### src/qpi_pkg.sv
// Shared widths, opcodes and state encodings, imported by every controller module
`default_nettype none

package qpi_pkg;

	// Client side widths
	localparam int DATA_W = 32;
	localparam int ADDR_W = 24;
	localparam int LEN_W  = 7;

	// Chip selects on the PHY
	localparam int N_CS = 2;

	// One 4-bit channel, one nibble per PHY clock
	localparam int NIB_W        = 4;
	localparam int NIB_PER_WORD = DATA_W / NIB_W;

	// Shifter down-counter, MSB set marks the last nibble
	localparam int SO_CNT_W = 6;

	// Fixed opcodes, same for both chips
	typedef enum logic [7:0] {
		QPI_CMD_WRITE = 8'h02,
		QPI_CMD_READ  = 8'hEB
	} qpi_cmd_e;

	// Transaction FSM
	typedef enum logic [2:0] {
		ST_IDLE     = 3'd0,
		ST_CMD      = 3'd1,
		ST_WR_DATA  = 3'd2,
		ST_RD_DUMMY = 3'd3,
		ST_RD_DATA  = 3'd4,
		ST_FLUSH    = 3'd5,
		ST_PAUSE    = 3'd6
	} ctrl_state_e;

	// Output shifter direction
	typedef enum logic {
		SO_MODE_RX = 1'b0,
		SO_MODE_TX = 1'b1
	} so_mode_e;

endpackage

`default_nettype wire

### src/burst_timer.sv
// Burst word counter and chip-select pause counter used by the transaction FSM
`timescale 1ns/100ps
`default_nettype none

module burst_timer #(
	parameter int PAUSE_CLK = 3
)(
	input  wire                         clk,
	input  wire                         rst,
	input  wire                         start_i,
	input  wire  [qpi_pkg::LEN_W-1:0]   len_i,
	input  wire                         dec_i,
	input  wire                         pause_i,
	output logic                        last_word_o,
	output logic                        pause_done_o
);

	import qpi_pkg::*;

	// Extra bit so the count can go negative
	localparam int PAUSE_W = $clog2(PAUSE_CLK + 1) + 1;
	localparam logic [PAUSE_W-1:0] PAUSE_LOAD = PAUSE_W'(PAUSE_CLK - 2);

	logic [LEN_W-1:0]   word_cnt;
	logic [PAUSE_W-1:0] pause_cnt;

	// Words left in the burst
	// --------------------

	always_ff @(posedge clk)
	begin
		if (rst)
			word_cnt <= '0;
		else if (start_i)
			word_cnt <= len_i;
		else if (dec_i)
			word_cnt <= word_cnt - 1'b1;
	end

	assign last_word_o = (word_cnt == '0);

	// Pause length
	// --------------------

	always_ff @(posedge clk)
	begin
		if (rst || !pause_i)
			pause_cnt <= PAUSE_LOAD;
		else if (!pause_done_o)
			pause_cnt <= pause_cnt - 1'b1;
	end

	// Sign bit marks the final pause cycle
	assign pause_done_o = pause_cnt[PAUSE_W-1];

endmodule

`default_nettype wire

### src/mem_ctrl_fsm.sv
// Transaction FSM, sequences command, dummy and data phases and owns the chip selects
`timescale 1ns/100ps
`default_nettype none

module mem_ctrl_fsm #(
	parameter int DUMMY_CLK = 6
)(
	input  wire                              clk,
	input  wire                              rst,

	input  wire                              mi_valid_i,
	input  wire                              mi_rw_i,
	input  wire                              mi_addr_cs_i,

	input  wire                              ld_now_i,
	input  wire                              so_valid_i,
	input  wire                              last_word_i,
	input  wire                              pause_done_i,

	output logic                             mi_ready_o,
	output logic                             mi_wack_o,
	output logic                             mi_wlast_o,

	output logic                             tmr_start_o,
	output logic                             tmr_dec_o,

	output logic                             ld_valid_o,
	output qpi_pkg::so_mode_e                ld_mode_o,
	output logic [qpi_pkg::SO_CNT_W-1:0]     ld_cnt_o,
	output logic                             ld_src_cmd_o,

	output logic                             cap_req_o,
	output logic                             cap_last_o,

	output logic [qpi_pkg::N_CS-1:0]         phy_cs_o
);

	import qpi_pkg::*;

	// Counter preloads, counting down through -1
	localparam logic [SO_CNT_W-1:0] CNT_WORD  = SO_CNT_W'(NIB_PER_WORD - 2);
	localparam logic [SO_CNT_W-1:0] CNT_DUMMY = SO_CNT_W'(DUMMY_CLK - 2);

	ctrl_state_e state_q;
	ctrl_state_e state_d;
	logic        rd_q;
	logic        word_ld;

	// State register and chip selects
	always_ff @(posedge clk)
	begin
		if (rst)
		begin
			state_q  <= ST_IDLE;
			phy_cs_o <= '1;
		end
		else
		begin
			state_q <= state_d;
			case (state_q)
				ST_IDLE:
				begin
					phy_cs_o <= '1;
					if (mi_valid_i)
						phy_cs_o[mi_addr_cs_i] <= 1'b0;
				end
				ST_FLUSH:
					if (!so_valid_i)
						phy_cs_o <= '1;
				ST_PAUSE:
					phy_cs_o <= '1;
				default:
					phy_cs_o <= phy_cs_o;
			endcase
		end
	end

	// Direction of the accepted request
	always_ff @(posedge clk)
	begin
		if (mi_ready_o && mi_valid_i)
			rd_q <= mi_rw_i;
	end

	// Next state and shifter load selection
	always_comb
	begin
		state_d      = state_q;
		ld_valid_o   = 1'b0;
		ld_mode_o    = SO_MODE_RX;
		ld_cnt_o     = CNT_WORD;
		ld_src_cmd_o = 1'b0;
		word_ld      = 1'b0;

		case (state_q)
			ST_IDLE:
			begin
				// Opcode and address go out first
				ld_valid_o   = mi_valid_i;
				ld_mode_o    = SO_MODE_TX;
				ld_src_cmd_o = 1'b1;
				if (mi_valid_i)
					state_d = ST_CMD;
			end

			ST_CMD:
			begin
				ld_valid_o = 1'b1;
				if (rd_q)
				begin
					ld_cnt_o = CNT_DUMMY;
					if (ld_now_i)
						state_d = ST_RD_DUMMY;
				end
				else
				begin
					ld_mode_o = SO_MODE_TX;
					word_ld   = ld_now_i;
					if (ld_now_i)
						state_d = last_word_i ? ST_FLUSH : ST_WR_DATA;
				end
			end

			ST_WR_DATA:
			begin
				ld_valid_o = 1'b1;
				ld_mode_o  = SO_MODE_TX;
				word_ld    = ld_now_i;
				if (ld_now_i && last_word_i)
					state_d = ST_FLUSH;
			end

			// End of dummy loads the first read word
			ST_RD_DUMMY:
			begin
				ld_valid_o = 1'b1;
				word_ld    = ld_now_i;
				if (ld_now_i)
					state_d = last_word_i ? ST_FLUSH : ST_RD_DATA;
			end

			ST_RD_DATA:
			begin
				ld_valid_o = 1'b1;
				word_ld    = ld_now_i;
				if (ld_now_i && last_word_i)
					state_d = ST_FLUSH;
			end

			ST_FLUSH:
				if (!so_valid_i)
					state_d = ST_PAUSE;

			ST_PAUSE:
				if (pause_done_i)
					state_d = ST_IDLE;

			default:
				state_d = ST_IDLE;
		endcase
	end

	// Client handshake
	assign mi_ready_o  = (state_q == ST_IDLE);
	assign mi_wack_o   = word_ld & ~rd_q;
	assign mi_wlast_o  = mi_wack_o & last_word_i;

	// Burst word counting
	assign tmr_start_o = (state_q == ST_IDLE) & mi_valid_i;
	assign tmr_dec_o   = word_ld;

	// Last nibble of a read word leaves the shifter
	assign cap_req_o  = so_valid_i & ld_now_i &
		((state_q == ST_RD_DATA) | ((state_q == ST_FLUSH) & rd_q));
	assign cap_last_o = (state_q == ST_FLUSH);

endmodule

`default_nettype wire

### src/qpi_shift_out.sv
// Output shifter, drives PHY nibbles, clock and output enables one nibble per cycle
`timescale 1ns/100ps
`default_nettype none

module qpi_shift_out (
	input  wire                              clk,
	input  wire                              rst,

	// Load request from the FSM
	input  wire                              ld_valid_i,
	input  wire  qpi_pkg::so_mode_e          ld_mode_i,
	input  wire  [qpi_pkg::SO_CNT_W-1:0]     ld_cnt_i,
	input  wire                              ld_src_cmd_i,

	// Load sources
	input  wire  qpi_pkg::qpi_cmd_e          cmd_i,
	input  wire  [qpi_pkg::ADDR_W-1:0]       addr_i,
	input  wire  [qpi_pkg::DATA_W-1:0]       wdata_i,

	output logic                             ld_now_o,
	output logic                             so_valid_o,
	output logic                             so_last_o,

	// PHY
	output logic [qpi_pkg::NIB_W-1:0]        phy_io_o,
	output logic [qpi_pkg::NIB_W-1:0]        phy_io_oe_o,
	output logic                             phy_clk_o
);

	import qpi_pkg::*;

	logic [DATA_W-1:0]   sr_q;
	so_mode_e            mode_q;
	logic [SO_CNT_W-1:0] cnt_q;

	// Counter underflow flags the last nibble
	assign so_last_o = cnt_q[SO_CNT_W-1];

	// Empty, or about to be, so the next word can follow without a gap
	assign ld_now_o = ~so_valid_o | so_last_o;

	// Control
	// --------------------

	always_ff @(posedge clk)
	begin
		if (rst)
			so_valid_o <= 1'b0;
		else
			so_valid_o <= (so_valid_o & ~so_last_o) | (ld_now_o & ld_valid_i);
	end

	always_ff @(posedge clk)
	begin
		if (rst)
		begin
			mode_q <= SO_MODE_RX;
			cnt_q  <= '1;
		end
		else if (ld_now_o)
		begin
			mode_q <= ld_mode_i;
			cnt_q  <= ld_cnt_i;
		end
		else
		begin
			cnt_q <= cnt_q - 1'b1;
		end
	end

	// Shift register
	// --------------------

	// MSB nibble goes out first
	always_ff @(posedge clk)
	begin
		if (ld_now_o)
			sr_q <= ld_src_cmd_i ? {cmd_i, addr_i} : wdata_i;
		else
			sr_q <= {sr_q[DATA_W-NIB_W-1:0], {NIB_W{1'b0}}};
	end

	// PHY drive
	// --------------------

	assign phy_clk_o   = so_valid_o;
	assign phy_io_o    = sr_q[DATA_W-1 -: NIB_W];
	assign phy_io_oe_o = (so_valid_o && (mode_q == SO_MODE_TX)) ? {NIB_W{1'b1}} : {NIB_W{1'b0}};

endmodule

`default_nettype wire

### src/qpi_shift_in.sv
// Read path, assembles nibbles into words and aligns the strobe with the PHY delay
`timescale 1ns/100ps
`default_nettype none

module qpi_shift_in #(
	parameter int PHY_DELAY = 6
)(
	input  wire                          clk,
	input  wire                          cap_req_i,
	input  wire                          cap_last_i,
	input  wire  [qpi_pkg::NIB_W-1:0]    phy_io_i,
	output logic [qpi_pkg::DATA_W-1:0]   rdata_o,
	output logic                         rstb_o,
	output logic                         rlast_o
);

	import qpi_pkg::*;

	// One stage to register the request, then the PHY pipeline
	localparam int DLY_N = PHY_DELAY + 1;

	logic [DATA_W-1:0] sr_q;
	logic [DLY_N-1:0]  stb_q  = '0;
	logic [DLY_N-1:0]  last_q = '0;

	// Input shifter
	// --------------------

	// Earliest nibble ends up in the top of the word
	always_ff @(posedge clk)
	begin
		sr_q <= {sr_q[DATA_W-NIB_W-1:0], phy_io_i};
	end

	assign rdata_o = sr_q;

	// Strobe delay line
	// --------------------

	// Several words may be in flight at once
	always @(posedge clk)
	begin
		stb_q  <= (stb_q << 1) | DLY_N'(cap_req_i);
		last_q <= (last_q << 1) | DLY_N'(cap_req_i & cap_last_i);
	end

	assign rstb_o  = stb_q[DLY_N-1];
	assign rlast_o = last_q[DLY_N-1];

endmodule

`default_nettype wire

### src/qpi_memctrl.sv
// QPI memory controller top, wires the FSM, timers and shift units between client and PHY
`timescale 1ns/100ps
`default_nettype none

module qpi_memctrl #(
	parameter int DUMMY_CLK = 6,
	parameter int PAUSE_CLK = 3,
	parameter int PHY_DELAY = 6
)(
	input  wire                          clk,
	input  wire                          rst,

	// Client request
	input  wire                          mi_valid_i,
	input  wire                          mi_rw_i,
	input  wire                          mi_addr_cs_i,
	input  wire  [qpi_pkg::ADDR_W-1:0]   mi_addr_i,
	input  wire  [qpi_pkg::LEN_W-1:0]    mi_len_i,
	output logic                         mi_ready_o,

	// Client write data
	input  wire  [qpi_pkg::DATA_W-1:0]   mi_wdata_i,
	output logic                         mi_wack_o,
	output logic                         mi_wlast_o,

	// Client read data
	output logic [qpi_pkg::DATA_W-1:0]   mi_rdata_o,
	output logic                         mi_rstb_o,
	output logic                         mi_rlast_o,

	// PHY
	input  wire  [qpi_pkg::NIB_W-1:0]    phy_io_i,
	output logic [qpi_pkg::NIB_W-1:0]    phy_io_o,
	output logic [qpi_pkg::NIB_W-1:0]    phy_io_oe_o,
	output logic                         phy_clk_o,
	output logic [qpi_pkg::N_CS-1:0]     phy_cs_o
);

	import qpi_pkg::*;

	// Signals
	// --------------------

	logic                ld_now;
	logic                so_valid;
	logic                ld_valid;
	so_mode_e            ld_mode;
	logic [SO_CNT_W-1:0] ld_cnt;
	logic                ld_src_cmd;
	qpi_cmd_e            cmd;

	logic                tmr_start;
	logic                tmr_dec;
	logic                last_word;
	logic                pause_run;
	logic                pause_done;

	logic                cap_req;
	logic                cap_last;

	// Opcode follows the request direction
	assign cmd = mi_rw_i ? QPI_CMD_READ : QPI_CMD_WRITE;

	// Pause time runs while every chip is deselected
	assign pause_run = &phy_cs_o;

	// Control
	// --------------------

	mem_ctrl_fsm #(
		.DUMMY_CLK (DUMMY_CLK)
	) fsm_i (
		.clk          (clk),
		.rst          (rst),
		.mi_valid_i   (mi_valid_i),
		.mi_rw_i      (mi_rw_i),
		.mi_addr_cs_i (mi_addr_cs_i),
		.ld_now_i     (ld_now),
		.so_valid_i   (so_valid),
		.last_word_i  (last_word),
		.pause_done_i (pause_done),
		.mi_ready_o   (mi_ready_o),
		.mi_wack_o    (mi_wack_o),
		.mi_wlast_o   (mi_wlast_o),
		.tmr_start_o  (tmr_start),
		.tmr_dec_o    (tmr_dec),
		.ld_valid_o   (ld_valid),
		.ld_mode_o    (ld_mode),
		.ld_cnt_o     (ld_cnt),
		.ld_src_cmd_o (ld_src_cmd),
		.cap_req_o    (cap_req),
		.cap_last_o   (cap_last),
		.phy_cs_o     (phy_cs_o)
	);

	burst_timer #(
		.PAUSE_CLK (PAUSE_CLK)
	) timer_i (
		.clk          (clk),
		.rst          (rst),
		.start_i      (tmr_start),
		.len_i        (mi_len_i),
		.dec_i        (tmr_dec),
		.pause_i      (pause_run),
		.last_word_o  (last_word),
		.pause_done_o (pause_done)
	);

	// Datapath
	// --------------------

	qpi_shift_out shift_out_i (
		.clk          (clk),
		.rst          (rst),
		.ld_valid_i   (ld_valid),
		.ld_mode_i    (ld_mode),
		.ld_cnt_i     (ld_cnt),
		.ld_src_cmd_i (ld_src_cmd),
		.cmd_i        (cmd),
		.addr_i       (mi_addr_i),
		.wdata_i      (mi_wdata_i),
		.ld_now_o     (ld_now),
		.so_valid_o   (so_valid),
		.so_last_o    (),
		.phy_io_o     (phy_io_o),
		.phy_io_oe_o  (phy_io_oe_o),
		.phy_clk_o    (phy_clk_o)
	);

	qpi_shift_in #(
		.PHY_DELAY (PHY_DELAY)
	) shift_in_i (
		.clk          (clk),
		.cap_req_i    (cap_req),
		.cap_last_i   (cap_last),
		.phy_io_i     (phy_io_i),
		.rdata_o      (mi_rdata_o),
		.rstb_o       (mi_rstb_o),
		.rlast_o      (mi_rlast_o)
	);

endmodule

`default_nettype wire

### config.mk
export PLATFORM = sky130hd
export DESIGN_NAME = qpi_memctrl
export DESIGN_NICKNAME = d
export VERILOG_FILES = /design/src/qpi_pkg.sv /design/src/burst_timer.sv /design/src/mem_ctrl_fsm.sv /design/src/qpi_shift_out.sv /design/src/qpi_shift_in.sv /design/src/qpi_memctrl.sv
export SDC_FILE = /design/constraint.sdc
export NUM_CORES = 1
export LEC_CHECK = 0
export ABC_CLOCK_PERIOD_IN_PS = 2600
export BUFFER_PORTS_ARGS = -buffer_cell sky130_fd_sc_hd__buf_2
export CORE_MARGIN = 3
export CORE_UTILIZATION = 53
export DETAILED_ROUTE_END_ITERATION = 6
export PLACE_DENSITY = 0.82
export RECOVER_POWER = 100
export SKIP_LAST_GASP = 1
export SYNTH_ARGS = -nofsm -noshare
export SYNTH_HDL_FRONTEND = slang
export SYNTH_SLANG_ARGS = --single-unit
### constraint.sdc
create_clock -name clk -period 2.6 [get_ports clk]
set_input_delay 0.39 -clock clk [delete_from_list [all_inputs] [get_ports clk]]
set_output_delay 0.39 -clock clk [all_outputs]
set_load 0.005 [all_outputs]
-- Yosys cells after proc, flatten, opt, wreduce, memory -nomap -nowiden
Index checks and enable logic that the tools add are counted.
- ROM bits: 0
- input port bits: 72
- memories kept: 0
- latch bits: 0
- register bits: 102
- logic and storage cells: 98
- output and inout bits: 48
- memory bits (writable): 0
- shift-type cells: 0
- bitwise gates (word level): 18
- divide/modulo/power cells: 0
- equal/unequal tests: 12
- reduce and logical (&&, ||, !) cells: 17
- mux-type cells: 32
- multiply operators: 0
- $add $sub $neg: 3
- order comparisons: 2
- operators by type and width (operator ; number):
    $mux W32 ; 2
    $mux W3 ; 10
    $pmux W3 S6 ; 1
    $mux W7 ; 2
    $mux W6 ; 2
    $and A1 B1 Y1 ; 9
    $eq A3 B3 Y1 const B ; 3
    $mux W8 ; 1
    $ne A2 B1 Y1 const B ; 4
    $logic_not A7 Y1 ; 1
    $or A7 B1 Y7 ; 1
    $or A7 B7 Y7 ; 1
    $sub A7 B1 Y7 const B ; 1
    $eq A3 B2 Y1 const B ; 2
    $mux W2 ; 3
    $pmux W1 S2 ; 3
    $pmux W2 S3 ; 1
    $reduce_and A6 Y1 ; 1
    $sub A6 B1 Y6 const B ; 1
    $mux W1 ; 5
    $logic_and A1 B1 Y1 ; 4
    $mux W4 ; 1
    $ne A2 B2 Y1 const B ; 2
    $reduce_and A2 Y1 ; 2
    other kinds (16) ; 21

-- Depth between registers and ports, before layout
- depth in word-level cells: 7
- mapped depth: 8
- mapped depth without buffers: 6

-- Cells and area by module
Synthesis repeated with hierarchy kept, for this count alone.
- cell total of the unflattened synthesis: 360
- area, all modules: 3686.0 µm²
- by module, submodules not included (module ; instances ; cells each ; seq. area each (µm²) ; area each (µm²)):
    qpi_shift_out ; 1 ; 183 ; 800.8 ; 1722.9
    qpi_shift_in ; 1 ; 47 ; 920.9 ; 927.1
    mem_ctrl_fsm ; 1 ; 68 ; 130.1 ; 520.5
    burst_timer ; 1 ; 59 ; 200.2 ; 501.7
    qpi_memctrl ; 1 ; 3 ; 0.0 ; 13.8

-- Worst setup path after synthesis
No wires, ideal clock.
- kind: register to output
- start: register fsm_i.state_q[1]
- end: output mi_wlast_o
- data arrival time: 1.260 ns
- cell stages (with the launch flop): 6
- buffers on the path: 2
- required time: 2.210 ns
- setup slack: 0.950 ns
- path through: dfxtp_1 > buf_2 > clkbuf_1 > o31ai_1 > nor3_1 > and3_1
- word-level cells in the longest chain between the ends: 5
- elaborated cells on any way between the ends: 8
- those cells by class: 4 x eq/ne; 1 x mux; 2 x bitwise; 1 x reduce/logical
- RTL lines (element ; RTL line ; RTL):
    start: declaration ; mem_ctrl_fsm.sv:44 ; ctrl_state_e state_q;
    start signal: assignment ; mem_ctrl_fsm.sv:59 ; state_q <= state_d;
    $eq A3 B2 Y1 or $eq A3 B3 Y1 (tied branches) ; mem_ctrl_fsm.sv:95 ; case (state_q)
    $reduce_or A3 Y1 (no source line) ; -- ;
    $pmux W1 S2 * ; mem_ctrl_fsm.sv:95 ;
    $and A1 B1 Y1 * ; mem_ctrl_fsm.sv:165 ; assign mi_wack_o = word_ld & ~rd_q;
    via mi_wack_o ; qpi_memctrl.sv:23 ; output logic mi_wack_o,
    $and A1 B1 Y1 * ; mem_ctrl_fsm.sv:166 ; assign mi_wlast_o = mi_wack_o & last_word_i;
    end: declaration ; qpi_memctrl.sv:24 ; output logic mi_wlast_o,
The timed path passes the listed nets; every way through them passes the cells marked *.

-- Worst setup path in the final report
- start: register fsm_i.state_q[2]
- end: output mi_wlast_o
- word-level cells in the longest chain between the ends: 5
- elaborated cells on any way between the ends: 8
- those cells by class: 4 x eq/ne; 1 x mux; 2 x bitwise; 1 x reduce/logical
- RTL lines (element ; RTL line):
    $eq A3 B2 Y1 or $eq A3 B3 Y1 (tied branches) ; mem_ctrl_fsm.sv:95
    $reduce_or A3 Y1 (no source line) ; --
    $pmux W1 S2 * ; mem_ctrl_fsm.sv:95
    $and A1 B1 Y1 * ; mem_ctrl_fsm.sv:165
    $and A1 B1 Y1 * ; mem_ctrl_fsm.sv:166
Every way passes the cells marked *; elsewhere a longest branch is shown, timed or not.

==> results.json <==
{
  "dr_total_vias": 2896,
  "finalMaxSlewViolations": 0,
  "firstDrtPassIters": 4,
  "synth_compound_area_share_pct": 12.30,
  "seqPwrFrac_pct": 46.3,
  "synth-simple-area-share_pct": 20.04,
  "std_cell_rows": 29,
  "syn-num-nets": 449,
  "skew_ns": 0.01558,
  "hold_buffers": 0,
  "cts-root-buf": "clkbuf_8",
  "rr_worst_depth": 5,
  "crit_fanout": 21,
  "final_net_count": 551,
  "overflow": 0,
  "pwr-share-clk_pct": 19.2,
  "hold_ws_ns": 0.1148,
  "fill_cells": 564,
  "syn_to_final_growth_pct": 18.88,
  "leakage_nw": 1.856,
  "cts_sinks": 102,
  "clockBufferDepth": 2,
  "cts_setup_buffers": 0,
  "reg2reg_from": "shift_out_i.cnt_q[5]",
  "critPathKind": "reg -> out",
  "setup_viol_count_final": 0,
  "layout_common_cells": "dfxtp_1 (101), buf_2 (82), nand2_1 (67), nor2_1 (38), clkbuf_1 (37)",
  "ys_seq_area_share_pct": 57.64,
  "min_to": "shift_in_i.rdata_o[2]",
  "stdcell_count": 557,
  "synth_top_family_by_area": "simple AND/OR/NAND/NOR gates",
  "cts.clk_slew.worst_paths_ns": 0.11,
  "synth.mux.area_fraction_pct": 0.2812,
  "synth_cell_types": 51,
  "die_x_um": 87.96,
  "hold_viol": 0,
  "cts_buffers": 9,
  "maxCapViolations": 0,
  "r2r-end": "timer_i.word_cnt[5]",
  "dp_hpwl_mm": 5.256,
  "netlist_instances": 373,
  "ys_warn_count": 0,
  "tns_ns": 0,
  "insertion_delay_ns": 0.36,
  "min_period_ns": 2.345,
  "internal_power_mw": 3.072,
  "avgSynthCellArea_um2": 9.543,
  "avgRoutedWirePerCell_um": 13.11,
  "tightest_slew_ns": 0.8509,
  "final_util_pct": 65.89,
  "grt_max_degree": 50,
  "status": "completed",
  "grt_use_total_pct": 19.44,
  "synth_xor_xnor_area_share_pct": 1.476,
  "synthAdderAreaFrac_pct": 1.406,
  "period_share_pct": 90.20,
  "port_buffers": 119,
  "drive_gt1_share_pct": 22.50,
  "htreeDepth": 3,
  "cts_tree": "built",
  "mostFrequentLayoutCell": "dfxtp_1",
  "initial_core_util_pct": 55.43,
  "start_kind": "register",
  "switching_power_mw": 1.851,
  "powerDensity_nw_per_um2": 1163,
  "synth-seq-cells": 102,
  "rsz0062_at_grt": "no",
  "combPwrFrac_pct": 34.4,
  "drt-initial-drc-count": 79,
  "worstPathRequired_ns": 2.21,
  "die_h_um": 87.96,
  "grt_pass1_wl_mm": 11.79,
  "ctsResizeCount": 0,
  "worstSetupEndpointType": "output port",
  "antenna-diode-count": 0,
  "report.power.total_mw": 4.923,
  "dpl.cell_count": 541,
  "grt_pass1_vias": 2635,
  "r2r_slack_ns": 0.45,
  "relSlewSlack_pct": 43.27,
  "arrival_ns": 1.96,
  "ir_worst_vdd_uv": 579.1,
  "wl_mm": 7.302,
  "ios": 120,
  "core_um2": 6422,
  "syn_area_um2": 3560,
  "antenna_found_initial": 0,
  "die-area_um2": 7736,
  "antenna_left": 0,
  "drc": 0,
  "hp-start": "phy_io_i[2]",
  "via_per_inst": 5.199,
  "fmax_mhz": 426.4,
  "p_sw_share_pct": 37.60,
  "min_delay_path_depth": 1,
  "min_path_type": "in -> reg",
  "place_congestion": 0.8404
}
## state kept, by name, summed over array words and instances (netlist names), 2 cells and up
signal	flops
shift_in_i.rdata_o	32
shift_out_i.sr_q	32
shift_in_i.stb_q	7
shift_out_i.cnt_q	6
shift_in_i.last_q	7
fsm_i.state_q	3
timer_i.word_cnt	7
fsm_i.phy_cs_o	2
timer_i.pause_cnt	3
## layout make-up
type                            instances  area, um^2  share of cell area [%]
Sequential cell                       102        2052                   48.49
Multi-Input combinational cell        229        1264                   29.86
Timing Repair Buffer                  122       566.8                   13.39
Clock buffer                            9       123.9                   2.927
Tap cell                               77       96.34                   2.277
Clock inverter                          7       70.07                   1.656
Inverter                               11       58.81                   1.390
## synth_stat cells (all sizes together)
cell type | n | share of area [%]
clkinv | 2 | 0.70
and2 | 2 | 0.42
o311a | 1 | 0.28
or3 | 2 | 0.35
buf | 16 | 3.6
a22oi | 1 | 0.21
nand3 | 8 | 1.1
nor4b | 1 | 0.25
nor3 | 5 | 0.70
o221ai | 2 | 0.49
or4 | 1 | 0.21
o211ai | 1 | 0.21
a31oi | 23 | 4.0
a32o | 2 | 0.56
o22ai | 1 | 0.18
a311oi | 3 | 0.74
a211oi | 3 | 0.63
o31ai | 1 | 0.21
a2bb2oi | 1 | 0.25
and4 | 2 | 0.49
dfxtp | 101 | 57
xor2 | 2 | 0.49
a21oi | 12 | 1.7
ha | 4 | 1.4
o2111ai | 1 | 0.25
edfxtp | 1 | 0.84
nand2b | 1 | 0.18
a2111oi | 1 | 0.25
nor2 | 38 | 4.0
mux2i | 1 | 0.28
a21o | 1 | 0.21
xnor2 | 4 | 0.98
nand2 | 68 | 7.6
o21ai | 15 | 2.1
nand4b | 2 | 0.49
inv | 9 | 0.95
nor4 | 7 | 1.8
nor2b | 5 | 1.1
nand3b | 1 | 0.21
and3 | 5 | 0.88
nand4 | 1 | 0.18
clkbuf | 15 | 1.6
## worst max-delay path by stage
stage	end	cells past startpoint	slack [ns]	startpoint
finish	mi_wlast_o	5	0.25	fsm_i.state_q[2]
global route	mi_wlast_o	5	0.09	fsm_i.state_q[2]
CTS	mi_wlast_o	5	0.26	fsm_i.state_q[2]
detailed placement	timer_i.word_cnt[5]	6	0.54	fsm_i.state_q[2]
global placement	timer_i.word_cnt[5]	6	0.64	fsm_i.state_q[2]
floorplan	mi_wlast_o	5	0.95	fsm_i.state_q[1]
## power groups by stage
stage / registers [mW] / clock network (mW) / logic, mW
2_1_floorplan: 2.20 / 0 / 1.55
5_1_grt: 2.33 / 1.05 / 1.94
4_1_cts: 2.28 / 0.973 / 1.74
6_report: 2.28 / 0.946 / 1.70
3_5_place_dp: 2.31 / 0 / 1.73
3_3_place_gp: 2.30 / 0 / 1.68
## worst max-delay path, cell delays in order (launching register included)
cell	delay, ns
dfxtp_1	0.73
o21ai_0	0.29
o31ai_1	0.19
nor3_1	0.10
and3_1	0.16
buf_2	0.12
## cell families after synthesis
logic type,Yosys count
flip-flops,102
XOR/XNOR,6
AND/OR/NAND/NOR,149
buffers and inverters,42
AO/OA/AOI/OAI,69
multiplexers,1
adder cells (fa/ha/maj),4
## per-stage QoR
stage          setup WS, ns  cell area, um^2
2_1_floorplan        0.9504             3560
3_3_place_gp         0.6441             4094
3_5_place_dp         0.5407             4094
4_1_cts              0.2563             4288
5_1_grt             0.08792             4232
6_report             0.2547             4232
## layer usage
| layer | vias to the layer above | wire length [um] | track usage (%) |
|---|---|---|---|
| li1 | 1472 | - | - |
| met1 | 1320 | 3013 | 22.85 |
| met2 | 97 | 3718 | 33.56 |
| met3 | 7 | 486 | 6.491 |
| met4 | 0 | 84 | 5.997 |
| met5 | - | 0 | 0 |
Power figures use the tool's default switching activity.
